<file path="src/hw/cache_config.svh">
`ifndef CACHE_CONFIG_SVH
`define CACHE_CONFIG_SVH

// address and data widths
`define CACHE_ADDR_W 32
`define CACHE_WORD_W 32
`define CACHE_STRB_W 4

// line geometry, 16-byte lines of four words
`define CACHE_WORDS_PER_LINE 4
`define CACHE_WSEL_W ($clog2(`CACHE_WORDS_PER_LINE))
`define CACHE_OFFSET_W 4

// 16 sets
`define CACHE_INDEX_W 4

// whatever is left of the address above index and offset
`define CACHE_TAG_W 24

// two-way set associative
`define CACHE_WAYS 2

`endif

</file>
<file path="src/hw/cache_pkg.sv">
`include "cache_config.svh"

package cache_pkg;

	typedef enum logic {
		OP_LOAD  = 1'b0,
		OP_STORE = 1'b1
	} req_op_e;

	typedef enum logic [2:0] {
		ST_IDLE,
		ST_LOOKUP,
		ST_STORE,
		ST_MISS,
		ST_FILL
	} front_state_e;

	typedef enum logic [1:0] {
		MISS_IDLE,
		MISS_WRITEBACK,
		MISS_REFILL
	} miss_state_e;

	typedef logic [`CACHE_WORD_W-1:0] word_t;

	// word 0 sits in the low bits
	typedef word_t [`CACHE_WORDS_PER_LINE-1:0] line_t;

	typedef struct packed {
		req_op_e                   op;
		logic [`CACHE_TAG_W-1:0]   tag;
		logic [`CACHE_INDEX_W-1:0] index;
		logic [`CACHE_WSEL_W-1:0]  word;
		logic [`CACHE_STRB_W-1:0]  wstrb;
		word_t                     wdata;
	} cpu_req_t;

	typedef struct packed {
		logic                    valid;
		logic [`CACHE_TAG_W-1:0] tag;
	} tag_entry_t;

	// victim_dirty means valid and dirty
	typedef struct packed {
		logic                      victim_way;
		logic [`CACHE_TAG_W-1:0]   victim_tag;
		logic                      victim_dirty;
		line_t                     victim_line;
		logic [`CACHE_INDEX_W-1:0] index;
		logic [`CACHE_TAG_W-1:0]   req_tag;
	} miss_cmd_t;

	typedef struct packed {
		logic [`CACHE_ADDR_W-1:0] addr;
	} mem_rd_t;

	typedef struct packed {
		logic [`CACHE_ADDR_W-1:0] addr;
		line_t                    line;
	} mem_wr_t;

endpackage

</file>
<file path="src/hw/cache_front.sv">
`timescale 1ns/10ps
`include "cache_config.svh"

module cache_front import cache_pkg::*; (
	input  logic                            clk,
	input  logic                            rst,

	input  logic                            req_valid,
	input  cpu_req_t                        req,
	output logic                            addr_ok,
	output logic                            data_ok,
	output word_t                           rdata,

	output logic [`CACHE_INDEX_W-1:0]       rd_index,
	output logic                            rd_en,
	input  tag_entry_t [`CACHE_WAYS-1:0]    way_tag,
	input  logic [`CACHE_WAYS-1:0]          way_dirty,
	input  line_t [`CACHE_WAYS-1:0]         way_line,
	input  logic                            victim_way,

	output logic                            st_en,
	output logic                            st_way,
	output logic [`CACHE_INDEX_W-1:0]       st_index,
	output logic [`CACHE_WSEL_W-1:0]        st_word,
	output logic [`CACHE_STRB_W-1:0]        st_strb,
	output word_t                           st_data,

	output logic                            fill_en,
	output logic                            fill_way,
	output logic [`CACHE_INDEX_W-1:0]       fill_index,
	output logic [`CACHE_TAG_W-1:0]         fill_tag,
	output line_t                           fill_line,
	output logic                            fill_dirty,

	output logic                            miss_start,
	output miss_cmd_t                       miss_cmd,
	input  logic                            line_done,
	input  line_t                           line_in
);

	front_state_e state;
	front_state_e state_nxt;
	cpu_req_t req_q;
	logic way_q;
	logic [`CACHE_WAYS-1:0] hit_vec;
	logic hit;
	logic hit_way;
	logic accept;
	line_t merged_line;

	// one request at a time, so only idle takes a new one
	assign addr_ok = (state == ST_IDLE);
	assign accept = req_valid && addr_ok;

	// arrays see the index in the accept cycle and answer in ST_LOOKUP
	assign rd_en = accept;
	assign rd_index = req.index;

	always_comb begin
		for (int w = 0; w < `CACHE_WAYS; w++) begin
			hit_vec[w] = way_tag[w].valid && (way_tag[w].tag == req_q.tag);
		end
	end

	assign hit = |hit_vec;
	assign hit_way = hit_vec[1];

	always_ff @(posedge clk) begin
		if (rst) begin
			state <= ST_IDLE;
		end else begin
			state <= state_nxt;
		end
	end

	always_comb begin
		state_nxt = state;
		case (state)
			ST_IDLE: begin
				if (accept) begin
					state_nxt = ST_LOOKUP;
				end
			end
			ST_LOOKUP: begin
				if (!hit) begin
					state_nxt = ST_MISS;
				end else if (req_q.op == OP_STORE) begin
					state_nxt = ST_STORE;
				end else begin
					state_nxt = ST_IDLE;
				end
			end
			ST_STORE: state_nxt = ST_IDLE;
			ST_MISS: begin
				if (line_done) begin
					state_nxt = ST_FILL;
				end
			end
			ST_FILL: state_nxt = ST_IDLE;
			default: state_nxt = ST_IDLE;
		endcase
	end

	// hit way for a store hit, victim way for a refill
	always_ff @(posedge clk) begin
		if (accept) begin
			req_q <= req;
		end
		if (state == ST_LOOKUP) begin
			way_q <= hit ? hit_way : victim_way;
		end
	end

	assign miss_start = (state == ST_LOOKUP) && !hit;

	always_comb begin
		miss_cmd.victim_way = victim_way;
		miss_cmd.victim_tag = way_tag[victim_way].tag;
		miss_cmd.victim_dirty = way_tag[victim_way].valid && way_dirty[victim_way];
		miss_cmd.victim_line = way_line[victim_way];
		miss_cmd.index = req_q.index;
		miss_cmd.req_tag = req_q.tag;
	end

	assign st_en = (state == ST_STORE);
	assign st_way = way_q;
	assign st_index = req_q.index;
	assign st_word = req_q.word;
	assign st_strb = req_q.wstrb;
	assign st_data = req_q.wdata;

	// store miss: strobed bytes land on top of the refilled word
	always_comb begin
		merged_line = line_in;
		if (req_q.op == OP_STORE) begin
			for (int b = 0; b < `CACHE_STRB_W; b++) begin
				if (req_q.wstrb[b]) begin
					merged_line[req_q.word][b*8 +: 8] = req_q.wdata[b*8 +: 8];
				end
			end
		end
	end

	assign fill_en = (state == ST_FILL);
	assign fill_way = way_q;
	assign fill_index = req_q.index;
	assign fill_tag = req_q.tag;
	assign fill_line = merged_line;
	assign fill_dirty = (req_q.op == OP_STORE);

	assign data_ok = ((state == ST_LOOKUP) && hit) || (state == ST_FILL);
	assign rdata = (state == ST_FILL) ? merged_line[req_q.word] : way_line[hit_way][req_q.word];

	// a hit answer needs exactly one matching way in the set
	a_data_ok_state: assert property (@(posedge clk) disable iff (rst)
		data_ok |-> ((state == ST_LOOKUP) && $onehot(hit_vec)) || (state == ST_FILL));

endmodule

</file>
<file path="config.mk">
export PLATFORM = sky130hd
export DESIGN_NAME = cache_front
export DESIGN_NICKNAME = d
export VERILOG_FILES = /design/src/hw/cache_pkg.sv /design/src/hw/cache_front.sv
export VERILOG_INCLUDE_DIRS = /design/src /design/src/hw
export SDC_FILE = /design/constraint.sdc
export NUM_CORES = 1
export LEC_CHECK = 0
export BUFFER_PORTS_ARGS = -buffer_cell sky130_fd_sc_hd__clkbuf_2
export CAP_MARGIN = 10
export CORE_AREA = 2 2 367 369
export DETAILED_ROUTE_END_ITERATION = 8
export DIE_AREA = 0 0 369 371
export GPL_TIMING_DRIVEN = 0
export HOLD_SLACK_MARGIN = 0.05
export PLACE_DENSITY_LB_ADDON = 0.3
export SYNTH_ARGS = -nofsm -noshare
export SYNTH_HDL_FRONTEND = slang
export SYNTH_SLANG_ARGS = --single-unit
export TNS_END_PERCENT = 5
</file>
<file path="constraint.sdc">
create_clock -name clk -period 14.6 [get_ports clk]
set_clock_uncertainty 0.2 [all_clocks]
set_input_delay 1.46 -clock clk [delete_from_list [all_inputs] [get_ports clk]]
set_output_delay 1.46 -clock clk [all_outputs]
set_load 0.03 [all_outputs]
</file>
**Word-level counts from Yosys, hierarchy flattened**

Index checks and enable logic that the tools add are counted.

- Bits in registers: 71
- Output and inout port bits: 425
- Bits of input ports: 508
- Logic and storage cells: 71

- Order comparisons: 4
- Equal/unequal tests: 8
- Mux-type cells: 39
- Reduce and logical (&&, ||, !) cells: 12

Operators by type and width:

| operator | count |
|---|---|
| $mux W128 | 12 |
| $bwmux W128 | 4 |
| $demux W32 S2 | 4 |
| $bmux W32 S2 | 2 |
| $mux W32 | 4 |
| $mux W25 | 2 |
| $eq A24 B24 Y1 | 2 |
| $mux W24 | 1 |
| $mux W16 | 1 |
| $pmux W3 S3 | 1 |
| $mux W8 | 1 |
| $logic_and A1 B1 Y1 | 7 |
| $eq A3 B2 Y1 const B | 2 |
| $mux W3 | 2 |
| $lt A1 B2 Y1 const B | 2 |
| $mux W2 | 2 |
| $eq A3 B1 Y1 const B | 1 |
| $eq A3 B3 Y1 const B | 1 |
| $logic_not A3 Y1 | 1 |
| $lt A2 B3 Y1 const B | 1 |
| $mux W1 | 3 |
| $ge A2 B1 Y1 const B | 1 |
| $ne A2 B1 Y1 const B | 1 |
| $ne A2 B2 Y1 const B | 1 |
| 4 further kinds | 4 |

**Logic depth before layout (Yosys ltp)**

- Depth in word-level cells: 19
- Mapped depth: 7
- Gate-level depth less buffers: 5

**Worst setup path before layout**

OpenSTA, ideal clock, no wires.

- Path kind: input to output
- From: input req_valid
- To: output rd_en
- Setup slack: 6,279 ps
- Arrival time: 6,661 ps
- Path buffers: 0
- Required time: 12,940 ps
- Cell stages on the path: 2
- Cell sequence: nand2b_1 -> nor3_1

- Word-level cells in the longest chain between the ends: 1

Ends and longest elaborated chain:

| element | RTL line | source |
|---|---|---|
| start: declaration | cache_front.sv:8 | `input logic req_valid,` |
| $logic_and A1 B1 Y1 | cache_front.sv:53 | `assign accept = req_valid && addr_ok;` |
| end: declaration | cache_front.sv:15 | `output logic rd_en,` |

No other way between the ends.

**Final worst setup path**

- From: input way_tag[32] (netlist name)
- To: output rdata[15]

- Word-level cells in the longest chain between the ends: 7

Ends and longest elaborated chain:

| element | RTL line | source |
|---|---|---|
| start: declaration | cache_front.sv:16 | `` input tag_entry_t [`CACHE_WAYS-1:0] way_tag, `` |
| $eq A24 B24 Y1 | cache_front.sv:61 | `hit_vec[w] = way_tag[w].valid && (way_tag[w].tag == req_q.tag);` |
| $logic_and A1 B1 Y1 | cache_front.sv:61 |  |
| $mux W128 (implied by the code) (2 in series) | cache_front.sv:152 | `assign rdata = (state == ST_FILL) ? merged_line[req_q.word] : way_line[hit_way][req_q.word];` |
| $bmux W32 S2 | cache_front.sv:152 |  |
| $mux W32 (implied by the code) | cache_front.sv:152 |  |
| $mux W32 | cache_front.sv:152 |  |
| end: declaration | cache_front.sv:12 | `output word_t rdata,` |

No other way between the ends. The select of a mux whose other input is x is not followed.

==> metrics.cfg <==
[worst_setup_path]
timing.critical_path.from=way_tag[32]
crit_required_ns=12.94
cp_data_arrival_time_ns=5.00
endpoint=rdata[15]
worstRegToRegCells=5
r2r_end=fill_way
cp_max_fo=10
critPathMaxStageDelay_ns=1.02
regToRegStartpoint=fill_tag[11]
criticalPathCategory=in -> out
critPathLaunchType=primary input
cp-end-kind=primary output
crit_chain=clkbuf_2, xnor2_1, nand4_1, nor4_2, clkbuf_1, nand4_1, nand3_1, clkbuf_2
r2r_slack_ns=10.84
critical_path.slowest_cell=clkbuf_1

[floorplan]
initial_utilization_pct=7.34
die_h_um=371
dieArea_um2=137000
rows=134
ioPinCount=933
die_w_um=369
core-area_um2=133000

[synthesis]
yosysWarnings=0
seq_area_frac_synth_pct=21.6
syn_area_per_cell_um2=12.1
ys_async_sr_fraction_pct=0
synth.cell_area_um2=9750
ys_ff_latch=71
ys_top_cells_by_area=mux2_2 (31%), mux4_2 (22%), edfxtp_1 (21%)
synth_edf_count=68
synth_top_area_share_pct=31.4
yosysTopAreaCell=mux2_2
syn_inst=804
yosysMostFrequentCell=mux2_2
ys.flop_type=edfxtp_1
synth_common_cells=mux2_2 (272), mux4_2 (96), edfxtp_1 (68)
yosys.cell_types.count=38
synth.net_count=1312

[grt]
grt_usage_pct=18.1
first_global_vias=12600
grt_overflow=0
grt_max_degree=16
grt_pass1_wl_um=154000
antenna_found_initial=67

[clock_network]
holdBufCountCts=0
cts_buffers=9
cts.reportedPaths.clkPinSlew_ns=0.07
cts_resized=0
clk_latency_ns=0.40
cts_htree_levels=3
ctsRootBufferMaster=clkbuf_16
post_cts_buffers=0
cts_tree=yes
cts_buffer_depth=2
clock-sinks=71

[timing]
fin_tns_setup_ns=0
finalCritPeriodShare_pct=45.6
fmax_ghz=0.150
rsz0062_at_grt=no
maxSlewViolCount=0
setup_viol=0
relSlewSlack_pct=10.9
hold_viol_final=0
worst_pin_slew_ns=1.34
fin_crit_ns=6.66

[min_path]
hp-class=reg -> reg

[run]
cap_viol_max_count=0

[routing]
drt_drc_violations_left=0
via_count=12500
post_drt_wl_per_cell_um=36.6
drt_iter0_drc=787
firstDrtPassIters=4
viasPerCell=3.54
wl_um=130000
antenna_left=0

[placed_design]
hpwl_um=118000
gp_congestion=0.904
portBuffers=931

[run_status]
status=finished, final reports clean

[pwr]
finalPower_w=0.00137
p_leak_nw=7.33
power_density_nw_per_um2=80.0
max-vdd-ir-drop_mv=0.0470

[layout]
drive_above_1_share_pct=79.8
nets=2267
syn2layout_area_growth_pct=75.6

## per-stage QoR
step	setup WS (ns)	area, um^2	util, %	hold WS, ns	cells
finish	7.94	17100	12.9	0.419	3547
global route	7.82	17100	12.9	0.465	3545
CTS	7.82	17100	12.9	0.417	3532
detailed placement	7.83	16800	12.7	0.400	3516
global placement	1.66	16600	12.5	0.404	3503
floorplan	6.28	9750	-	0.341	804
## kinds of logic (layout without fill, tap and decap cells)
logic type             after synthesis  in the layout  synth area share (%)
multiplexers                       376            376                  54.5
AND/OR/NAND/NOR                    158            158                  10.0
buffers and inverters              111           1071                  6.58
flip-flops                          71             71                  21.6
XOR/XNOR                            48             48                  4.31
AO/OA/AOI/OAI                       40             40                  3.02
other                                0             15                     0
## registers in the layout (all words and copies together), names as in the netlist
signal      count
fill_way        1
st_strb         4
fill_tag       24
fill_index      4
state           3
st_word         2
fill_dirty      1
st_data        32
## worst min path at each step
stage / start / to / slack, ns / depth (start not counted)
3_3_place_gp: state[2] / state[0] / 0.40 / 3
6_report: state[2] / state[0] / 0.42 / 3
3_5_place_dp: state[2] / state[0] / 0.40 / 3
4_1_cts: state[2] / state[0] / 0.42 / 3
2_1_floorplan: state[2] / state[0] / 0.34 / 3
5_1_grt: state[2] / state[0] / 0.46 / 3
## worst max-delay path: cells and delay by family
kind                      cells  cell delay (ns)
xor gates and xnor gates      1             0.34
buffers and inverters         3             1.43
and+or+nand+nor               4             1.73
## layer usage
layer | track usage [%] | wire (um)
met1 | 19.6 | 47400
met2 | 31.1 | 63700
met3 | 9.35 | 15600
met4 | 4.21 | 2870
met5 | 0 | 204
## layout by cell type (no fill, tap or decap), drive strengths merged, types with 7 or more instances in the layout
cell	n
clkbuf	988
nand3	34
nor3	7
buf	75
o211ai	32
nand4	43
nand4b	9
nand2	41
xor2	11
diode	15
mux4	96
nor2	7
xnor2	37
mux2	280
edfxtp	68
## final cells by class
cell class,count,area (um^2)
Antenna cell,15,37.5
Clock inverter,7,61.3
Sequential cell,71,2100
Clock buffer,9,225
Inverter,1,3.75
Timing Repair Buffer,944,4820
Tap cell,1768,2210
Buffer,110,643
Fill cell,15400,116000
Multi-Input combinational cell,622,7020
## where the power goes
part	internal (W)	switching, W	leakage [nW]
Sequential	0.000249	0.0000437	0.671
Clock	0.000119	0.000127	0.135
Combinational	0.000277	0.000555	6.53
Total	0.000645	0.000725	7.33
No activity file was read; power rests on OpenSTA's default activity.
