$ cat src/hw/cache_config.svh
`ifndef CACHE_CONFIG_SVH
`define CACHE_CONFIG_SVH

// address and data widths
`define CACHE_ADDR_W 32
`define CACHE_WORD_W 32
`define CACHE_STRB_W 4

// line geometry, 16-byte lines of four words
`define CACHE_WORDS_PER_LINE 4
`define CACHE_WSEL_W ($clog2(`CACHE_WORDS_PER_LINE))
`define CACHE_OFFSET_W 4

// 16 sets
`define CACHE_INDEX_W 4

// whatever is left of the address above index and offset
`define CACHE_TAG_W 24

// two-way set associative
`define CACHE_WAYS 2

`endif

$ cat src/hw/cache_pkg.sv
`include "cache_config.svh"

package cache_pkg;

	typedef enum logic {
		OP_LOAD  = 1'b0,
		OP_STORE = 1'b1
	} req_op_e;

	typedef enum logic [2:0] {
		ST_IDLE,
		ST_LOOKUP,
		ST_STORE,
		ST_MISS,
		ST_FILL
	} front_state_e;

	typedef enum logic [1:0] {
		MISS_IDLE,
		MISS_WRITEBACK,
		MISS_REFILL
	} miss_state_e;

	typedef logic [`CACHE_WORD_W-1:0] word_t;

	// word 0 sits in the low bits
	typedef word_t [`CACHE_WORDS_PER_LINE-1:0] line_t;

	typedef struct packed {
		req_op_e                   op;
		logic [`CACHE_TAG_W-1:0]   tag;
		logic [`CACHE_INDEX_W-1:0] index;
		logic [`CACHE_WSEL_W-1:0]  word;
		logic [`CACHE_STRB_W-1:0]  wstrb;
		word_t                     wdata;
	} cpu_req_t;

	typedef struct packed {
		logic                    valid;
		logic [`CACHE_TAG_W-1:0] tag;
	} tag_entry_t;

	// victim_dirty means valid and dirty
	typedef struct packed {
		logic                      victim_way;
		logic [`CACHE_TAG_W-1:0]   victim_tag;
		logic                      victim_dirty;
		line_t                     victim_line;
		logic [`CACHE_INDEX_W-1:0] index;
		logic [`CACHE_TAG_W-1:0]   req_tag;
	} miss_cmd_t;

	typedef struct packed {
		logic [`CACHE_ADDR_W-1:0] addr;
	} mem_rd_t;

	typedef struct packed {
		logic [`CACHE_ADDR_W-1:0] addr;
		line_t                    line;
	} mem_wr_t;

endpackage

$ cat src/hw/cache_miss.sv
`timescale 1ns/10ps
`include "cache_config.svh"

module cache_miss import cache_pkg::*; (
	input  logic      clk,
	input  logic      rst,

	input  logic      miss_start,
	input  miss_cmd_t miss_cmd,
	output logic      line_done,
	output line_t     line_out,

	output logic      rd_valid,
	output mem_rd_t   rd,
	input  logic      ret_valid,
	input  logic      ret_last,
	input  word_t     ret_data,

	output logic      wr_valid,
	output mem_wr_t   wr,
	input  logic      wr_ready
);

	localparam int BEAT_W = `CACHE_WSEL_W + 1;

	miss_state_e state;
	miss_cmd_t cmd_q;
	logic [BEAT_W-1:0] beat_cnt;
	line_t line_q;
	logic done_q;

	always_ff @(posedge clk) begin
		if (rst) begin
			state <= MISS_IDLE;
			beat_cnt <= '0;
			done_q <= 1'b0;
		end else begin
			done_q <= 1'b0;
			case (state)
				MISS_IDLE: begin
					beat_cnt <= '0;
					// clean or empty victims skip straight to the refill
					if (miss_start) begin
						state <= miss_cmd.victim_dirty ? MISS_WRITEBACK : MISS_REFILL;
					end
				end
				MISS_WRITEBACK: begin
					if (wr_ready) begin
						state <= MISS_REFILL;
					end
				end
				MISS_REFILL: begin
					if (ret_valid) begin
						beat_cnt <= beat_cnt + 1'b1;
						if (ret_last) begin
							state <= MISS_IDLE;
							done_q <= 1'b1;
						end
					end
				end
				default: state <= MISS_IDLE;
			endcase
		end
	end

	always_ff @(posedge clk) begin
		if (miss_start && (state == MISS_IDLE)) begin
			cmd_q <= miss_cmd;
		end
		// beats come in word order
		if ((state == MISS_REFILL) && ret_valid) begin
			line_q[beat_cnt[`CACHE_WSEL_W-1:0]] <= ret_data;
		end
	end

	// whole victim line, held until memory takes it
	assign wr_valid = (state == MISS_WRITEBACK);
	assign wr.addr = {cmd_q.victim_tag, cmd_q.index, {`CACHE_OFFSET_W{1'b0}}};
	assign wr.line = cmd_q.victim_line;

	// read request stays up until the first beat shows
	assign rd_valid = (state == MISS_REFILL) && (beat_cnt == '0);
	assign rd.addr = {cmd_q.req_tag, cmd_q.index, {`CACHE_OFFSET_W{1'b0}}};

	assign line_done = done_q;
	assign line_out = line_q;

	a_rd_wr_excl: assert property (@(posedge clk) disable iff (rst)
		!(rd_valid && wr_valid));

	// memory must mark the fourth beat as last, so no fifth one arrives
	a_beat_limit: assert property (@(posedge clk) disable iff (rst)
		((state == MISS_REFILL) && ret_valid) |-> (beat_cnt < `CACHE_WORDS_PER_LINE));

endmodule

$ cat config.mk
export PLATFORM = sky130hd
export DESIGN_NAME = cache_miss
export DESIGN_NICKNAME = d
export VERILOG_FILES = /design/src/hw/cache_pkg.sv /design/src/hw/cache_miss.sv
export VERILOG_INCLUDE_DIRS = /design/src /design/src/hw
export SDC_FILE = /design/constraint.sdc
export NUM_CORES = 1
export LEC_CHECK = 0
export ABC_AREA = 1
export ABC_CLOCK_PERIOD_IN_PS = 12900
export BUFFER_PORTS_ARGS = -buffer_cell sky130_fd_sc_hd__buf_2
export CAP_MARGIN = 40
export CORE_AREA = 5 5 206 208
export DETAILED_ROUTE_END_ITERATION = 10
export DIE_AREA = 0 0 211 213
export PLACE_DENSITY = 0.53
export RECOVER_POWER = 100
export SYNTH_ARGS = -nofsm -noshare
export SYNTH_HDL_FRONTEND = slang
export SYNTH_SLANG_ARGS = --single-unit
export TNS_END_PERCENT = 30
$ cat constraint.sdc
create_clock -name clk -period 12.9 [get_ports clk]
set_clock_uncertainty 0.1 [all_clocks]
set_input_delay 1.29 -clock clk [delete_from_list [all_inputs] [get_ports clk]]
set_output_delay 1.29 -clock clk [all_outputs]
set_load 0.02 [all_outputs]
* Word-level counts from Yosys, hierarchy flattened
Index checks and enable logic that the tools add are counted.
Storage, ports and cells: logic and storage cells 47, register bits after elaboration 314, bits of input ports 220, output and inout port bits 323
Operators by class: equality and inequality tests 6, multiplexer cells 12, $add $sub $neg 1, reduce and logical (&&, ||, !) cells 10, bitwise logic cells 2, magnitude comparators 2
Operators with widths (count):
- bitwise mux 128 bit | 1
- demux 32 bit (select 2 bit) | 1
- 2-to-1 mux 32 bit | 1
- 2-to-1 mux 2 bit | 5
- != test 2 bit (second input constant) | 3
- case mux 2 bit (3 select lines) | 1
- case mux 3 bit (2 select lines) | 1
- logical AND 1 bit | 4
- AND reduction 4 bit | 1
- adder 3 x 1 -> 3 bit (second input constant) | 1
- logical NOT 3 bit | 1
- less-than comparator 2 x 3 -> 1 bit (second input constant) | 1
- 2-to-1 mux 3 bit | 1
- OR reduction 3 bit | 1
- equality test 2 x 1 -> 1 bit (second input constant) | 1
- equality test 2 bit (second input constant) | 1
- greater-or-equal comparator 2 x 1 -> 1 bit (second input constant) | 1
- logical NOT 2 bit | 1
- != test 2 x 1 -> 1 bit (second input constant) | 1
- inverter 1 bit | 2
- AND reduction 2 bit | 1
- nonzero test 2 bit | 1
- 2-to-1 mux 1 bit | 1

* Logic depth before layout (Yosys ltp)
Gate-level depths: netlist of run 1.
depth in word-level cells 5, depth in mapped cells 5, depth with buffers taken out 5

* Least setup slack after synthesis of run 1
Ideal clock, no wire load.
path kind input-to-reg, from input port miss_start, to register cmd_q (netlist bit rd[10]), enable pin, slack 3.332 ns, library setup time 0.722 ns, required time 12.078 ns, arrival time 8.746 ns, buffers on the path 0, stages 2, cell sequence inv_1 nor2_1
On the way: longest elaborated chain between the ends 1
Ends and longest elaborated chain:
- from (decl) | line cache_miss.sv:8 | input logic miss_start,
- logical AND 1 bit | line cache_miss.sv:67 | if (miss_start && (state == MISS_IDLE)) begin
- to (signal assigned) | line cache_miss.sv:68 | cmd_q <= miss_cmd;
- to (decl) | line cache_miss.sv:27 | miss_cmd_t cmd_q;
No other way between the ends. A chain may end at the register's enable or synchronous reset.

* Worst setup path after layout of run 1
from input port ret_valid, to register beat_cnt[2]
On the way: longest elaborated chain between the ends 2
Ends and longest elaborated chain:
- from (decl) | line cache_miss.sv:15 | input logic ret_valid,
- != test 2 bit (no line)
- AND reduction 2 bit (no line)
- to (signal assigned) | line cache_miss.sv:54 | beat_cnt <= beat_cnt + 1'b1;
- to (decl) | line cache_miss.sv:28 | logic [BEAT_W-1:0] beat_cnt;
No other way between the ends.

==> impl_metrics.py, run 1 <==
metrics = {
    "die": {
        "start_util_pct": 24.09,
        "row_count": 74,
        "die-height_um": 213,
        "coreArea_um2": 40370,
        "die_width_um": 211,
        "ios": 543,
        "dieArea_um2": 44940,
    },
    "timing": {
        "drv_slew": 123,
        "slew_headroom_pct": -45.57,
        "hold_violations": 0,
        "min_period_ns": 3.708,
        "setup_violations": 0,
        "fin_crit_sh_pct": 28.75,
        "tns_ns": 0,
        "max_freq_ghz": 0.2697,
        "worst_pin_slew_ns": 2.184,
        "grt_setup_unrepaired": "false",
    },
    "setup_path": {
        "criticalPathCategory": "in2reg",
        "cp.arrival_ns": 4.05,
        "end_kind": "flop",
        "worstPathMaxFanout": 28,
        "cp-start-kind": "input port",
        "critPathRequiredTime_ns": 13.24,
    },
    "outcome": {
        "outcome": "finished with violations",
        "violations": "capacitance limit, slew limit",
    },
    "cells_and_area": {
        "fin_util_pct": 33.98,
        "syn2layout_area_growth_pct": 41.07,
        "final_layout_size_suffix_gt1_share_pct": 24.33,
        "num-nets-final": 1171,
        "final_cells": 1508,
    },
    "logic_synthesis": {
        "ys_types": 16,
        "synth_top_area_share_pct": 95.11,
        "ys.flop_type": "edfxtp_1",
        "synth.cell_area_um2": 9724,
        "synthArstFlopShare_pct": 0,
        "syn_inst": 376,
        "yosys_warnings": 0,
        "syn-mean-instance-area_um2": 25.86,
        "synth_edf_count": 308,
        "yosysTopAreaCell": "edfxtp_1",
        "ys_ff_latch": 314,
        "yosys-top-cells-area": "edfxtp_1, dfxtp_1, buf_4",
        "synth_common_cells": "edfxtp_1, inv_1, buf_4",
        "seq_area_frac_synth_pct": 96.35,
        "synth.most_common_cell": "edfxtp_1",
    },
    "hold_path": {
        "hp-class": "reg2reg",
    },
    "pwr": {
        "vdd_drop_max_mv": 0.1120,
        "p_sw_share_pct": 26.00,
        "combPwrFrac_pct": 11.3,
        "leakagePower_nw": 4.759,
        "clkPwrFrac_pct": 38.8,
        "switchingPower_mw": 0.6541,
        "intPower_mw": 1.862,
        "power.share.sequential_pct": 49.9,
        "p_total_mw": 2.516,
        "cellPowerDensity_nw_per_um2": 183.4,
    },
    "grt": {
        "grt_use_total_pct": 12.83,
        "grt_max_degree": 181,
        "antenna_found_initial": 11,
        "grt_overflow": 0,
        "grt_first_pass_wirelength_um": 42070,
        "grt_pass1_vias": 6036,
    },
    "place": {
        "dp_hpwl_um": 23500,
        "port_buffers": 533,
        "place_congestion": 0.7692,
        "dp.cells": 1441,
    },
    "cts": {
        "cts_setup_buffers": 0,
        "clock_sinks": 314,
        "cts_tree": "built",
        "clockBufferDepth": 3,
        "postCtsResizedCells": 0,
        "ctsHtreeMaxLevel": 2,
        "clk_latency_ns": 0.53,
        "path_clk_slew_ns": 0.06,
        "clockRootBuffer": "clkbuf_16",
        "cts_hold_buf": 0,
        "cts_inserted_buffers": 36,
    },
    "route": {
        "wirelength_um": 31140,
        "vias_per_cell": 3.879,
        "dr.pass1.iters": 4,
        "drt-initial-drc-count": 329,
        "drc": 0,
        "wl_per_cell_um": 20.65,
        "vias": 5849,
        "route.antenna.remaining_nets": 0,
    },
    "job": {
        "drv_cap": 4,
    },
}
==> metal layers <==
metal  up-vias  GRT usage, %  routed length [um]  share of wire [%]
met5         -             0                 135               0.43
met4        18         3.912                 576                1.8
met3        60         6.891                4032                 13
met2       344         22.07               15720                 50
met1      2816         13.64               10670                 34
li1       2611             -                   -                  -
==> cell type report <==
class | count | area, um^2
timing repair buffer | 538 | 2263
tap | 532 | 665.6
fill | 4105 | 26650
antenna | 2 | 5.005
sequential | 314 | 9369
multi-input combinational | 43 | 234.0
inverter | 14 | 52.55
clock buffer | 43 | 948.4
clock inverter | 22 | 180.2
==> registers in the layout, summed over array words and instances (netlist names) <==
register and flops:
line_out 128, beat_cnt 3, wr 152, line_done 1, state 2, rd 28
==> critical path, stage by stage <==
cell      delay (ns)
clkbuf_1        0.10
nand3_1         0.31
nor2_1          0.62
clkbuf_1        1.34
o21ai_0         0.19
a21oi_1         0.18
==> cell families after synthesis <==
family	Yosys count	synth area share, %
simple gates	23	1.222
fa+ha+maj	4	0.5147
flops	314	96.35
other cells	1	0.03856
compound gates	8	0.4116
buf+inv	26	1.467
==> metrics by stage <==
stage	setup slack, ns	instance area (um^2)	hold slack [ns]
floorplan	3.332	9751	0.3291
global placement	10.04	13070	0.3484
detailed placement	10.03	13070	0.3517
CTS	9.904	14200	0.3601
global route	8.739	13710	0.4058
finish	9.192	13720	0.3602
==> power groups by stage <==
stage               Sequential (mW)  Combinational, mW  Clock, mW
finish                         1.26              0.284      0.975
global route                   1.26              0.301       1.06
floorplan                      1.41             0.0553          0
global placement               1.27              0.317          0
detailed placement             1.27              0.319          0
CTS                            1.25              0.320       1.01
==> cells in the final DEF, fill, tap and decap left out <==
master	instances
clkinv_2	4
nor3_1	2
nand3_1	6
inv_6	4
edfxtp_1	308
nor2_1	8
clkbuf_16	37
bufinv_16	2
buf_2	182
clkbuf_1	361
dfxtp_1	6
a21oi_1	6
o21ai_0	2
clkinvlp_4	4
clkinv_1	7
conb_1	8
nand2_1	4
ha_1	4
nor2_4	2
clkinv_4	1
inv_1	14
nand4_1	1
diode_2	2
buf_12	1
==> path summary, 6_finish.rpt <==
| check | slack [ns] | start | depth (start not counted) | end |
|---|---|---|---|---|
| worst min-delay path | 0.36 | beat_cnt[2] | 1 | beat_cnt[2] |
| worst min register to register | 0.36 | beat_cnt[2] | 1 | beat_cnt[2] |
| worst max register to register | 9.59 | state[1] | 5 | beat_cnt[2] |
| worst max-delay path | 9.19 | ret_valid | 6 | beat_cnt[2] |
Note: power is estimated with default switching activity, not from simulation.
==> run 2, diff against run 1 <==
--- a/config.mk
+++ b/config.mk
@@ -7,7 +7,7 @@
 export NUM_CORES = 1
 export LEC_CHECK = 0
 export ABC_AREA = 1
-export ABC_CLOCK_PERIOD_IN_PS = 12900
+export ABC_CLOCK_PERIOD_IN_PS = 3800
 export BUFFER_PORTS_ARGS = -buffer_cell sky130_fd_sc_hd__buf_2
 export CAP_MARGIN = 40
 export CORE_AREA = 5 5 206 208
==> constraint.sdc (replaced) <==
create_clock -name clk -period 3.8 [get_ports clk]
set_clock_uncertainty 0.1 [all_clocks]
set_input_delay 0.38 -clock clk [delete_from_list [all_inputs] [get_ports clk]]
set_output_delay 0.38 -clock clk [all_outputs]
set_load 0.02 [all_outputs]
==> impl_metrics.py, run 2 (synthesized netlist as in run 1, its figures left out) <==
metrics = {
    "route": {
        "vias_per_cell": 3.843,
        "drt-initial-drc-count": 282,
        "wirelength_um": 33200,
        "route.antenna.remaining_nets": 0,
        "dr.pass1.iters": 4,
        "drc": 0,
        "wl_per_cell_um": 19.13,
        "vias": 6667,
    },
    "setup_path": {
        "critPathTopFamily": "simple AND/OR/NAND/NOR gates",
        "crit_buf_inv": 2,
        "max_stage_delay_ns": 1.30,
        "r2r_setup_slack_ns": 1.12,
        "crit_chain": "inv_1, nand3_1, nor2_1, buf_16",
        "cp.arrival_ns": 2.79,
        "worstPathMaxFanout": 19,
        "cp-start-kind": "flop",
        "end_kind": "flop",
        "criticalPathCategory": "reg2reg",
        "crit_slowest_cell": "nor2_1",
        "critPathRequiredTime_ns": 3.91,
    },
    "die": {
        "coreArea_um2": 40370,
        "row_count": 74,
        "start_util_pct": 24.09,
        "die_width_um": 211,
        "ios": 543,
        "dieArea_um2": 44940,
        "die-height_um": 213,
    },
    "cells_and_area": {
        "largest_register_ffs": 152,
        "syn2layout_area_growth_pct": 64.32,
        "nFillCells": 3840,
        "final_cell_mix": "clkbuf_1, edfxtp_1, dlygate4sd3_1",
        "final_common_cell": "clkbuf_1",
        "fin_util_pct": 39.58,
        "final_layout_size_suffix_gt1_share_pct": 18.75,
        "num-nets-final": 1397,
    },
    "pwr": {
        "cellPowerDensity_nw_per_um2": 545.9,
        "leakagePower_nw": 5.678,
        "vdd_drop_max_mv": 0.3665,
    },
    "grt": {
        "grt_first_pass_wirelength_um": 47020,
        "grt_overflow": 0,
        "grt_use_total_pct": 13.97,
        "grt_max_degree": 48,
        "antenna_found_initial": 3,
        "grt_pass1_vias": 7388,
    },
    "timing": {
        "worst_pin_slew_ns": 1.678,
        "fin_crit_sh_pct": 70.50,
        "max_freq_ghz": 0.3733,
        "tns_ns": 0,
        "hold_violations": 0,
        "grt_setup_unrepaired": "false",
        "worst_slack_ns": 1.121,
        "slew_headroom_pct": -12.25,
        "drv_slew": 14,
        "min_period_ns": 2.679,
        "setup_violations": 0,
    },
    "cts": {
        "clock_sinks": 314,
        "clk_latency_ns": 0.52,
        "postCtsResizedCells": 0,
        "cts_inserted_buffers": 35,
        "clockBufferDepth": 3,
        "cts_hold_buf": 214,
        "cts_setup_buffers": 0,
        "cts_tree": "built",
        "path_clk_slew_ns": 0.06,
        "ctsHtreeMaxLevel": 2,
        "clockRootBuffer": "clkbuf_16",
    },
    "job": {
        "drv_cap": 1,
    },
    "outcome": {
        "violations": "capacitance limit, slew limit",
        "outcome": "finished with violations",
    },
    "place": {
        "place_congestion": 0.7862,
        "place_ws_ns": 1.916,
        "dp_hpwl_um": 24170,
        "port_buffers": 533,
    },
    "hold_path": {
        "hp-class": "in2reg",
    },
}
[run 2: changes by cell type in the layout (fill, tap and decap cells not counted), moves of 2 or more]
cell / delta
clkinv_1: +2
clkinv_2: +2
dlygate4sd3_1: +214
inv_6: -3
clkbuf_2: +2
nor2_4: -2
nor2_1: +2
clkbuf_1: +20
buf_2: -17
buf_12: +5
[run 2: layout make-up]
class	count	area [um^2]	share of cell area (%)
Timing Repair Buffer	765	4544	28.44
Multi-Input combinational cell	43	219.0	1.370
Sequential cell	314	9369	58.63
Tap cell	532	665.6	4.166
Clock buffer	41	919.6	5.755
Clock inverter	23	201.4	1.261
Inverter	14	52.55	0.3289
Antenna cell	3	7.507	0.04698
[run 2: per-stage QoR]
step	hold WS, ns	power [mW]	instance area (um^2)	std cells
3_3_place_gp	0.3692	5.415	13150	1449
5_1_grt	0.04411	9.082	15980	1734
2_1_floorplan	0.3291	4.907	9762	383
6_report	0.03809	8.723	15980	1735
3_5_place_dp	0.3506	5.445	13260	1454
4_1_cts	0.01432	8.947	16520	1732
[run 2: worst register-to-register path: cells and delay by family (launching register included)]
kind,cells,cell delay [ns]
DFF,1,0.33
buffers and inverters,2,0.40
and+or+nand+nor,2,1.52
[run 2: power by group]
part	switching [mW]	total [mW]	leakage (nW)	internal, mW
clock network	1.33	3.28	0.541	1.94
logic	0.811	1.18	2.22	0.369
registers	0.0835	4.26	2.92	4.18
[run 2: worst paths after layout]
kind,end,start,depth (start not counted)
worst min register to register,beat_cnt[2],beat_cnt[2],1
worst max register to register,line_out[63],state[0],4
worst min-delay path,line_done,ret_valid,3
worst max-delay path,line_out[63],state[0],4
[run 2: layer usage]
layer	routed length [um]	up-vias	global-route usage, %
met1	12030	3199	15.36
met4	825	2	5.120
met3	3243	51	5.334
met5	13	-	0
li1	-	3057	-
met2	17090	358	24.66
